### config.mk
export PLATFORM = sky130hd
export DESIGN_NAME = video_crop
export DESIGN_NICKNAME = d
export VERILOG_FILES = /design/src/crop_pkg.sv /design/src/video_crop.sv /design/src/frame_monitor.sv /design/src/vblank_gen.sv /design/src/hblank_gen.sv /design/src/crop_regs.sv
export SDC_FILE = /design/constraint.sdc
export NUM_CORES = 1
export LEC_CHECK = 0
export ABC_AREA = 1
export BUFFER_PORTS_ARGS = -buffer_cell sky130_fd_sc_hd__buf_2
export CAP_MARGIN = 20
export CORE_UTILIZATION = 55
export DETAILED_ROUTE_END_ITERATION = 8
export GPL_TIMING_DRIVEN = 0
export PLACE_DENSITY = 0.76
export SYNTH_ARGS = -nofsm -noshare
export SYNTH_HDL_FRONTEND = slang
export SYNTH_SLANG_ARGS = --single-unit
### constraint.sdc
create_clock -name clk_sys -period 7.6 [get_ports clk_sys]
set_input_delay 1.52 -clock clk_sys [delete_from_list [all_inputs] [get_ports clk_sys]]
set_output_delay 1.52 -clock clk_sys [all_outputs]
set_load 0.005 [all_outputs]
### src/crop_pkg.sv
/*
 * Screen crop shared definitions
 * Widths, register map, handshake states and raster constants
 */
`default_nettype none

package crop_pkg;

	localparam int COORD_W = 12;
	localparam int CHG_W   = 7;

	typedef logic [COORD_W-1:0] coord_t; // Pixel, line or offset
	typedef logic [3:0]         axi_addr_t;
	typedef logic [31:0]        axi_data_t;
	typedef logic [1:0]         axi_resp_t;
	typedef logic [CHG_W-1:0]   chg_cnt_t;

	typedef enum logic {
		W_IDLE,
		W_RESP
	} axi_wstate_t;

	localparam axi_addr_t REG_CROP_H = 4'h0;
	localparam axi_addr_t REG_CROP_V = 4'h4;
	localparam axi_addr_t REG_GEOM   = 4'h8;
	localparam axi_addr_t REG_FLAGS  = 4'hC;
	localparam int        FIELD_HI_LSB = 16;

	localparam coord_t H_FORCE_MARGIN = 12'd8; // Border blanked at both line ends
	localparam coord_t H_CROP_BIAS    = 12'd2; // Compare pipeline correction
	localparam coord_t V_FORCE_LEAD   = 12'd1;
	localparam coord_t V_FORCE_TRAIL  = 12'd2;

	localparam axi_resp_t RESP_OKAY = 2'b00;

endpackage

`default_nettype wire
### src/video_crop.sv
/*
 * Screen crop top level
 * Register block plus horizontal, vertical and frame logic
 */
`default_nettype none

module video_crop
	import crop_pkg::*;
(
	input  wire       clk_sys,
	input  wire       reset,

	input  wire       s_awvalid,
	output logic      s_awready,
	input  axi_addr_t s_awaddr,
	input  wire       s_wvalid,
	output logic      s_wready,
	input  axi_data_t s_wdata,
	output logic      s_bvalid,
	input  wire       s_bready,
	output axi_resp_t s_bresp,
	input  wire       s_arvalid,
	output logic      s_arready,
	input  axi_addr_t s_araddr,
	output logic      s_rvalid,
	input  wire       s_rready,
	output axi_data_t s_rdata,
	output axi_resp_t s_rresp,

	input  wire       hs_n,
	input  wire       vs_n,
	input  wire       hblank,
	input  wire       vblank,
	output logic      hde,
	output logic      vde,
	output logic      de
);

	coord_t   crop_left;
	coord_t   crop_right;
	coord_t   crop_top;
	coord_t   crop_bottom;
	coord_t   hsize;
	coord_t   vsize;
	coord_t   geom_hsize;
	coord_t   geom_vsize;
	chg_cnt_t chg_cnt;
	logic     hbl;     // Horizontal blank incl. hsync

	crop_regs u_regs (
		.clk_sys     (clk_sys),
		.reset       (reset),
		.s_awvalid   (s_awvalid),
		.s_awready   (s_awready),
		.s_awaddr    (s_awaddr),
		.s_wvalid    (s_wvalid),
		.s_wready    (s_wready),
		.s_wdata     (s_wdata),
		.s_bvalid    (s_bvalid),
		.s_bready    (s_bready),
		.s_bresp     (s_bresp),
		.s_arvalid   (s_arvalid),
		.s_arready   (s_arready),
		.s_araddr    (s_araddr),
		.s_rvalid    (s_rvalid),
		.s_rready    (s_rready),
		.s_rdata     (s_rdata),
		.s_rresp     (s_rresp),
		.geom_hsize  (geom_hsize),
		.geom_vsize  (geom_vsize),
		.chg_cnt     (chg_cnt),
		.crop_left   (crop_left),
		.crop_right  (crop_right),
		.crop_top    (crop_top),
		.crop_bottom (crop_bottom)
	);

	hblank_gen u_hblank (
		.clk_sys    (clk_sys),
		.reset      (reset),
		.hs_n       (hs_n),
		.hblank     (hblank),
		.crop_left  (crop_left),
		.crop_right (crop_right),
		.hde        (hde),
		.hbl        (hbl),
		.hsize      (hsize)
	);

	vblank_gen u_vblank (
		.clk_sys     (clk_sys),
		.reset       (reset),
		.hs_n        (hs_n),
		.vs_n        (vs_n),
		.vblank      (vblank),
		.hbl         (hbl),
		.hde         (hde),
		.crop_top    (crop_top),
		.crop_bottom (crop_bottom),
		.vde         (vde),
		.de          (de),
		.vsize       (vsize)
	);

	frame_monitor u_monitor (
		.clk_sys    (clk_sys),
		.reset      (reset),
		.vblank     (vblank),
		.hsize      (hsize),
		.vsize      (vsize),
		.geom_hsize (geom_hsize),
		.geom_vsize (geom_vsize),
		.chg_cnt    (chg_cnt)
	);

endmodule

`default_nettype wire

### src/frame_monitor.sv
/*
 * Frame geometry monitor
 * Snapshots the active size once per frame and counts changes
 */
`default_nettype none

module frame_monitor
	import crop_pkg::*;
(
	input  wire      clk_sys,
	input  wire      reset,
	input  wire      vblank,
	input  coord_t   hsize,
	input  coord_t   vsize,
	output coord_t   geom_hsize,
	output coord_t   geom_vsize,
	output chg_cnt_t chg_cnt
);

	logic old_vblank;
	logic frame_start;

	assign frame_start = old_vblank && !vblank; // First active line of a frame

	always_ff @(posedge clk_sys or posedge reset) begin
		if (reset) begin
			old_vblank <= 1'b1;
			geom_hsize <= '0;
			geom_vsize <= '0;
			chg_cnt    <= '0;
		end else begin
			old_vblank <= vblank;
			if (frame_start) begin
				geom_hsize <= hsize;
				geom_vsize <= vsize;
				// One step per changed frame, even if both sizes moved
				if (geom_hsize != hsize || geom_vsize != vsize) begin
					chg_cnt <= chg_cnt + chg_cnt_t'(1);
				end
			end
		end
	end

endmodule

`default_nettype wire

### src/vblank_gen.sv
/*
 * Vertical crop
 * Counts lines, measures the active height and applies
 * top/bottom crop plus the forced vertical border
 */
`default_nettype none

module vblank_gen
	import crop_pkg::*;
(
	input  wire    clk_sys,
	input  wire    reset,
	input  wire    hs_n,
	input  wire    vs_n,
	input  wire    vblank,
	input  wire    hbl,
	input  wire    hde,
	input  coord_t crop_top,
	input  coord_t crop_bottom,
	output logic   vde,
	output logic   de,
	output coord_t vsize
);

	logic   old_hs_n;
	logic   old_vs_n;
	logic   old_vblank;
	logic   old_hbl;
	coord_t vcnt;
	coord_t vstart;   // First active line
	coord_t vmax;     // Last line of the frame
	coord_t vs_end;
	coord_t bot_line;
	logic   svbl;     // Crop blank
	logic   fvbl;     // Forced border blank
	logic   upd;

	// Bit 11 set means the offset counts back from the last line
	assign bot_line = crop_bottom[COORD_W-1] ? vmax + crop_bottom : crop_bottom;

	assign upd = (old_hbl && !hbl) || (vcnt == '0);

	assign vde = ~(fvbl | svbl);
	assign de  = hde & vde;

	always_ff @(posedge clk_sys or posedge reset) begin
		if (reset) begin
			old_hs_n   <= 1'b1;
			old_vs_n   <= 1'b1;
			old_vblank <= 1'b1;
			old_hbl    <= 1'b1;
			vcnt       <= '0;
			vstart     <= '0;
			vmax       <= '0;
			vs_end     <= '0;
			vsize      <= '0;
			svbl       <= 1'b1;
			fvbl       <= 1'b1;
		end else begin
			old_hs_n   <= hs_n;
			old_vs_n   <= vs_n;
			old_vblank <= vblank;
			old_hbl    <= hbl;

			if (old_hs_n && !hs_n) vcnt <= vcnt + coord_t'(1);
			if (!old_vblank && vblank) begin
				vcnt  <= '0;
				vmax  <= vcnt;
				vsize <= vcnt - vstart;
			end
			if (old_vblank && !vblank) vstart <= vcnt;
			if (!old_vs_n && vs_n)     vs_end <= vcnt;

			// Decisions only at the start of a line
			if (upd) begin
				if (vcnt == vstart + crop_top) svbl <= 1'b0;
				if (vcnt == bot_line)          svbl <= 1'b1;

				if (vcnt == vmax - V_FORCE_LEAD)    fvbl <= 1'b1;
				if (vcnt == vs_end + V_FORCE_TRAIL) fvbl <= 1'b0;
			end
		end
	end

endmodule

`default_nettype wire

### src/hblank_gen.sv
/*
 * Horizontal crop
 * Measures the active part of each line and builds the
 * cropped, border-limited horizontal display enable
 */
`default_nettype none

module hblank_gen
	import crop_pkg::*;
(
	input  wire    clk_sys,
	input  wire    reset,
	input  wire    hs_n,
	input  wire    hblank,
	input  coord_t crop_left,
	input  coord_t crop_right,
	output logic   hde,
	output logic   hbl,
	output coord_t hsize
);

	logic   old_hs_n;
	logic   old_hblank;
	logic   hph;       // Count phase, one step every other cycle
	coord_t hcnt;
	coord_t hsta;
	coord_t hend;
	coord_t hmax;
	logic   shbl;      // Crop blank
	logic   fhbl;      // Forced border blank

	assign hbl = fhbl | shbl | ~hs_n;

	always_ff @(posedge clk_sys or posedge reset) begin
		if (reset) begin
			old_hs_n   <= 1'b1;
			old_hblank <= 1'b1;
			hph        <= 1'b0;
			hcnt       <= '0;
			hsta       <= '0;
			hend       <= '0;
			hmax       <= '0;
			hsize      <= '0;
			shbl       <= 1'b1;
			fhbl       <= 1'b1;
			hde        <= 1'b0;
		end else begin
			old_hs_n   <= hs_n;
			old_hblank <= hblank;

			if (!hs_n) begin
				hcnt <= '0;
				hph  <= 1'b0;
			end else begin
				hph <= ~hph;
				if (hph) hcnt <= hcnt + coord_t'(1);
			end

			if (old_hblank && !hblank) hsta <= hcnt; // Active start
			if (!old_hblank && hblank) begin
				hend  <= hcnt;
				hsize <= hcnt - hsta;
			end
			if (old_hs_n && !hs_n) hmax <= hcnt;    // Line length

			if (hcnt == hsta + crop_left - H_CROP_BIAS)  shbl <= 1'b0;
			if (hcnt == hend + crop_right - H_CROP_BIAS) shbl <= 1'b1;

			if (hcnt == H_FORCE_MARGIN)        fhbl <= 1'b0;
			if (hcnt == hmax - H_FORCE_MARGIN) fhbl <= 1'b1;

			hde <= ~hbl;
		end
	end

endmodule

`default_nettype wire

### src/crop_regs.sv
/*
 * Crop register block
 * AXI4-Lite slave holding the four crop offsets and
 * reporting the measured frame geometry and change count
 */
`default_nettype none

module crop_regs
	import crop_pkg::*;
(
	input  wire        clk_sys,
	input  wire        reset,

	input  wire        s_awvalid,
	output logic       s_awready,
	input  axi_addr_t  s_awaddr,
	input  wire        s_wvalid,
	output logic       s_wready,
	input  axi_data_t  s_wdata,
	output logic       s_bvalid,
	input  wire        s_bready,
	output axi_resp_t  s_bresp,
	input  wire        s_arvalid,
	output logic       s_arready,
	input  axi_addr_t  s_araddr,
	output logic       s_rvalid,
	input  wire        s_rready,
	output axi_data_t  s_rdata,
	output axi_resp_t  s_rresp,

	input  coord_t     geom_hsize,
	input  coord_t     geom_vsize,
	input  chg_cnt_t   chg_cnt,

	output coord_t     crop_left,
	output coord_t     crop_right,
	output coord_t     crop_top,
	output coord_t     crop_bottom
);

	axi_wstate_t wstate;
	logic        wr_go;
	logic        rd_go;
	axi_data_t   rd_mux;

	// Two 12-bit fields in one word, upper field at bit 16
	function automatic axi_data_t pack_pair(coord_t lo, coord_t hi);
		axi_data_t d;
		d = '0;
		d[COORD_W-1:0] = lo;
		d[FIELD_HI_LSB +: COORD_W] = hi;
		return d;
	endfunction

	// Address and data are taken together, one write in flight
	assign wr_go     = (wstate == W_IDLE) && s_awvalid && s_wvalid;
	assign s_awready = wr_go;
	assign s_wready  = wr_go;
	assign s_bvalid  = (wstate == W_RESP);
	assign s_bresp   = RESP_OKAY;

	always_ff @(posedge clk_sys or posedge reset) begin
		if (reset) begin
			wstate <= W_IDLE;
		end else begin
			case (wstate)
				W_IDLE: if (wr_go) wstate <= W_RESP;
				W_RESP: if (s_bready) wstate <= W_IDLE;
				default: wstate <= W_IDLE;
			endcase
		end
	end

	always_ff @(posedge clk_sys or posedge reset) begin
		if (reset) begin
			crop_left   <= '0;
			crop_right  <= '0;
			crop_top    <= '0;
			crop_bottom <= '0;
		end else if (wr_go) begin
			case (s_awaddr)
				REG_CROP_H: begin
					crop_left  <= s_wdata[COORD_W-1:0];
					crop_right <= s_wdata[FIELD_HI_LSB +: COORD_W];
				end
				REG_CROP_V: begin
					crop_top    <= s_wdata[COORD_W-1:0];
					crop_bottom <= s_wdata[FIELD_HI_LSB +: COORD_W];
				end
				default: ; // Read-only or unmapped, dropped
			endcase
		end
	end

	// Read side
	always_comb begin
		case (s_araddr)
			REG_CROP_H: rd_mux = pack_pair(crop_left, crop_right);
			REG_CROP_V: rd_mux = pack_pair(crop_top, crop_bottom);
			REG_GEOM:   rd_mux = pack_pair(geom_hsize, geom_vsize);
			REG_FLAGS:  rd_mux = {{($bits(axi_data_t) - CHG_W){1'b0}}, chg_cnt};
			default:    rd_mux = '0;
		endcase
	end

	assign s_arready = ~s_rvalid; // Free while no response is held
	assign rd_go     = s_arvalid && s_arready;
	assign s_rresp   = RESP_OKAY;

	always_ff @(posedge clk_sys or posedge reset) begin
		if (reset) begin
			s_rvalid <= 1'b0;
		end else if (rd_go) begin
			s_rvalid <= 1'b1;
		end else if (s_rready) begin
			s_rvalid <= 1'b0;
		end
	end

	always_ff @(posedge clk_sys) begin
		if (rd_go) s_rdata <= rd_mux;
	end

endmodule

`default_nettype wire

== Word-level counts from Yosys, hierarchy flattened ==
Cells that the tools add are included.
Storage, ports and cells
  output and inout bits: 44
  RAM bits: 0
  bits in read-only memories: 0
  register bits after elaboration: 244
  input bits: 51
  memories: 0
  latch bits: 0
Cells by class
  equal/unequal tests: 15
  reduce and logical (&&, ||, !) cells: 33
  shift-type cells: 0
  mux-type cells: 20
  bitwise operators: 10
  $add $sub $neg: 14
  $lt $le $gt $ge: 0
  multipliers: 0
  divide/modulo/power cells: 0
Operator list (number)
  $pmux W28 S4: 1
  $eq A12 B12 Y1: 7
  $mux W12: 5
  $add A12 B12 Y12: 4
  $add A12 B1 Y12 const B: 2
  $ne A12 B12 Y1: 2
  $sub A12 B12 Y12: 2
  $sub A12 B2 Y12 const B: 2
  $mux W1: 13
  $add A12 B2 Y12 const B: 1
  $eq A12 B4 Y1 const B: 1
  $logic_not A12 Y1: 1
  $reduce_bool A2 Y1: 6
  $sub A12 B1 Y12 const B: 1
  $sub A12 B4 Y12 const B: 1
  $logic_and A1 B1 Y1: 10
  $reduce_and A2 Y1: 5
  $eq A4 B3 Y1 const B: 2
  $eq A4 B4 Y1 const B: 2
  $logic_not A4 Y1: 2
  $add A7 B1 Y7 const B: 1
  $logic_not A1 Y1: 7
  $not A1 Y1: 6
  $or A1 B1 Y1: 3
  other kinds (4): 5

== Longest topological paths before layout ==
  depth after elaboration: 6
  mapped depth: 17
  depth with buffers taken out: 17

== By module ==
A second synthesis with hierarchy kept.
Second synthesis, totals
  cell total of the unflattened synthesis: 2318
  area, all modules: 16527.1 µm²
Modules (own cells, without submodules)
  vblank_gen: area each 5676.7 µm², cells each 840, instances 1
  hblank_gen: area each 5500.3 µm², cells each 799, instances 1
  crop_regs: area each 3559.7 µm², cells each 417, instances 1
  frame_monitor: area each 1790.5 µm², cells each 262, instances 1

== Worst setup path before layout ==
Ideal clock, no wire load.
  path type: input to output
  from: input port s_wvalid
  to: output port s_wready
  stages on the path: 3
  slack: 4.264 ns
  required time: 6.080 ns
  arrival: 1.816 ns
  path through: nand3_1 -> inv_1 -> buf_4
On the way
  longest elaborated chain between the ends: 1
Ends and longest elaborated chain
  from (decl): line video_crop.sv:16  | input wire s_wvalid,
  $logic_and A1 B1 Y1: line crop_regs.sv:56  | assign wr_go = (wstate == W_IDLE) && s_awvalid && s_wvalid;
  to (decl): line video_crop.sv:17  | output logic s_wready,
Every way passes these cells.

== Final worst setup path ==
Ends and elaborated chain as after synthesis.

==> flow_summary.toml <==
[run_status]
status = "finished, final reports clean"

[grt]
grt_pass1_vias = 13100
grtUsageTotal_pct = 31.4
antenna_found_initial = 1
grt-ovfl-total = 0
grt_pass1_wl_um = 69400
grt_max_degree = 123

[synth]
yosys_warnings = 0
syn_inst = 1968
synth_top_area_cell = "dfrtp_1"
yosysUniqueCellTypes = 55
netlist_area_mm2 = 0.0153
yosys-top-cells-area = "dfrtp_1 33%, nand2_1 12%, ha_1 7.7%"
synth-seq-cells = 236
synth_top_area_share_pct = 33.2
synth_flop_cell = "dfrtp_1"
postSynthAreaPerCell_um2 = 7.78
ys_async_sr_fraction_pct = 89.8
ys_seq_area_share_pct = 39.4
synth_enable_flop_cells = 24

[routing]
drt_iter0_drc = 1116
drt-wirelength-per-cell_um = 17.8
antenna_left = 0
drc = 0
routed_via_density = 5.54
finalWirelength_um = 44000
drtPass1Iterations = 6
vias = 13700

[clock_network]
clock_latency_ps = 550
clk_path_buf_depth = 3
cts_resized = 0
cts.clk_slew.worst_paths_ps = 60
cts_sinks = 236
clock-root-buffer = "clkbuf_16"
numCtsBuffers = 27
cts_setup_buffers = 0
cts_tree = "yes"
holdBufCountCts = 0
h-tree-depth = 1

[floorplan]
fp-row-count = 60
core_area_mm2 = 0.0271
ios = 95
die_height_um = 169
die-area_mm2 = 0.0285
start_util_pct = 56.5
fp.dieW_um = 169

[place]
place_inst = 2426
place_area_mm2 = 0.0162
port_buffers = 73
place_hpwl_um = 33900
gp_congestion = 0.940

[sta]
rsz0062_at_grt = "false"
maxSlewHeadroom_pct = 43.9
period_share_pct = 47.7
skew_ps = 10.0
slew_violations = 0
finalHoldViolCount = 0
worst_pin_slew_ps = 837
fmax_mhz = 276
period_minus_slack_ps = 3620
finalSetupViolations = 0

[pwr]
powerDensity_mw_per_mm2 = 248
power.leakage_nw = 8.73
ir_drop_mv = 0.208

[hold_path]
holdPathEnd = "u_vblank.fvbl"
hp-start = "u_vblank.fvbl"
hold_depth = 2
hp-class = "reg2reg"

[setup_path]
ff2ff_path_depth = 16
rrSetupSlack_ps = 4910
crit_type = "in2out"
cp-end-kind = "output port"
critPathLaunchType = "input port"
cp.arrival_ps = 2100
crit_fanout = 4
worstPathRequired_ps = 6080
r2r_end = "u_hblank.shbl"
reg2reg_from = "u_regs.crop_left[1]"

[run]
drv.max_cap_violation_count = 0

[layout]
fin_cells = 2476
area_growth_pct = 12.0
finalNetCount = 2234
drive_above_1_share_pct = 9.93
design_area_mm2 = 0.0172
num_antenna_cells = 0
==> sequential cells by signal, indices dropped and copies added, names as in the netlist, 7 cells and up <==
register / flops
u_hblank.hcnt: 12
u_hblank.hend: 12
u_hblank.hmax: 12
u_hblank.hsize: 12
u_hblank.hsta: 12
u_monitor.chg_cnt: 7
u_monitor.geom_hsize: 12
u_monitor.geom_vsize: 12
u_regs.crop_bottom: 12
u_regs.crop_left: 12
u_regs.crop_right: 12
u_regs.crop_top: 12
u_regs.s_rdata: 24
u_vblank.vcnt: 12
u_vblank.vmax: 12
u_vblank.vs_end: 12
u_vblank.vsize: 12
u_vblank.vstart: 12
==> synth_stat cells (2+ instances only) <==
cell type    n
inv_2        6
nor3b_1      2
nand4_1     37
a31oi_1      8
nand2_2      3
nor3_4       2
a21oi_1     75
clkbuf_1    35
nand3_2      3
fa_1         6
nand3_1    131
xnor2_1     49
o22ai_1      9
nor3_2       6
dfrtp_1    203
o21ai_1      5
buf_6        9
clkinv_1     4
o21bai_1     5
inv_1      281
or2_2        9
dfstp_2      9
edfxtp_1    24
nor2_2       4
buf_4       14
mux2_2       6
nand3b_1     4
nand2_1    504
nor4_1       3
nor2_1     103
o211ai_1     5
o221ai_1    14
xor2_1      77
buf_2       11
nor3_1      17
o21ai_0    154
a221o_1      3
ha_1        94
a21o_1      13
o2111ai_1    6
==> critical path: stages <==
cell,delay [ps]
buf_2,70
nand3_1,80
inv_1,190
buf_4,140
buf_2,90
==> layout by cell type, fill, tap and decap left out, types with 17 or more instances in the layout <==
| cell type | Yosys | routed |
|---|---|---|
| ha_1 | 94 | 94 |
| nand3_1 | 131 | 131 |
| nor3_1 | 17 | 17 |
| buf_2 | 11 | 84 |
| dfrtp_1 | 203 | 203 |
| clkbuf_1 | 35 | 38 |
| a21oi_1 | 75 | 75 |
| edfxtp_1 | 24 | 24 |
| inv_1 | 281 | 280 |
| clkbuf_16 | 0 | 27 |
| nand4_1 | 37 | 37 |
| xor2_1 | 77 | 77 |
| xnor2_1 | 49 | 49 |
| o21ai_0 | 154 | 154 |
| nand2_1 | 504 | 504 |
| nor2_1 | 103 | 103 |
==> cell type report <==
type / instances / area, um2
timing repair buffer: 75 / 420
inverter: 292 / 1110
buffer: 70 / 397
tap: 372 / 465
sequential: 236 / 6040
clock buffer: 40 / 825
fill: 2369 / 9950
clock inverter: 10 / 81.3
multi-input combinational: 1381 / 7820
==> where the power goes <==
part / internal (mW) / total [mW] / leakage [nW] / switching (mW)
clock network: 0.782 / 1.32 / 0.454 / 0.535
logic: 0.525 / 1.34 / 5.35 / 0.811
registers: 1.45 / 1.61 / 2.93 / 0.154
total: 2.76 / 4.26 / 8.73 / 1.50
==> stage by stage <==
stage | hold slack, ps | power (mW) | TNS, ps | worst slack (ps) | utilization [%]
after floorplan | 442 | 2.59 | 0 | 301 | -
after global placement | 458 | 2.89 | -428670 | -2140 | 59.7
after detailed placement | 471 | 2.93 | 0 | 3940 | 60.0
after CTS | 480 | 4.25 | 0 | 3970 | 63.3
after global routing | 492 | 4.50 | 0 | 3910 | 63.3
final | 478 | 4.26 | 0 | 3980 | 63.3
==> worst max-delay path by stage <==
stage                            from                  to  slack (ps)  cells past startpoint
after floorplan                 reset    u_hblank.hcnt[0]         300                      1
after global placement          reset    u_hblank.hmax[0]       -2140                      2
after detailed placement  s_araddr[1]  u_regs.s_rdata[23]        3940                      6
after CTS                    s_wvalid            s_wready        3970                      5
after global routing         s_wvalid            s_wready        3910                      5
final                        s_wvalid            s_wready        3980                      5
==> routing by layer <==
layer / wire [um] / up-vias / global-route usage [%]
met5: 0 / - / 0
met1: 18400 / 6486 / 40.3
met4: 1720 / 0 / 12.3
met2: 20700 / 527 / 52.5
li1: - / 6601 / -
met3: 3280 / 103 / 5.61
==> logic make-up after synthesis <==
group	after synthesis	share of synthesized area, %
simple gates	833	23.4
buf+inv	362	9.78
compound gates	303	11.1
flops	236	39.4
xor+xnor	127	7.35
fa+ha+maj	100	8.46
mux	6	0.441
other cells	1	0.0245
(Power assumes the default switching activity.)
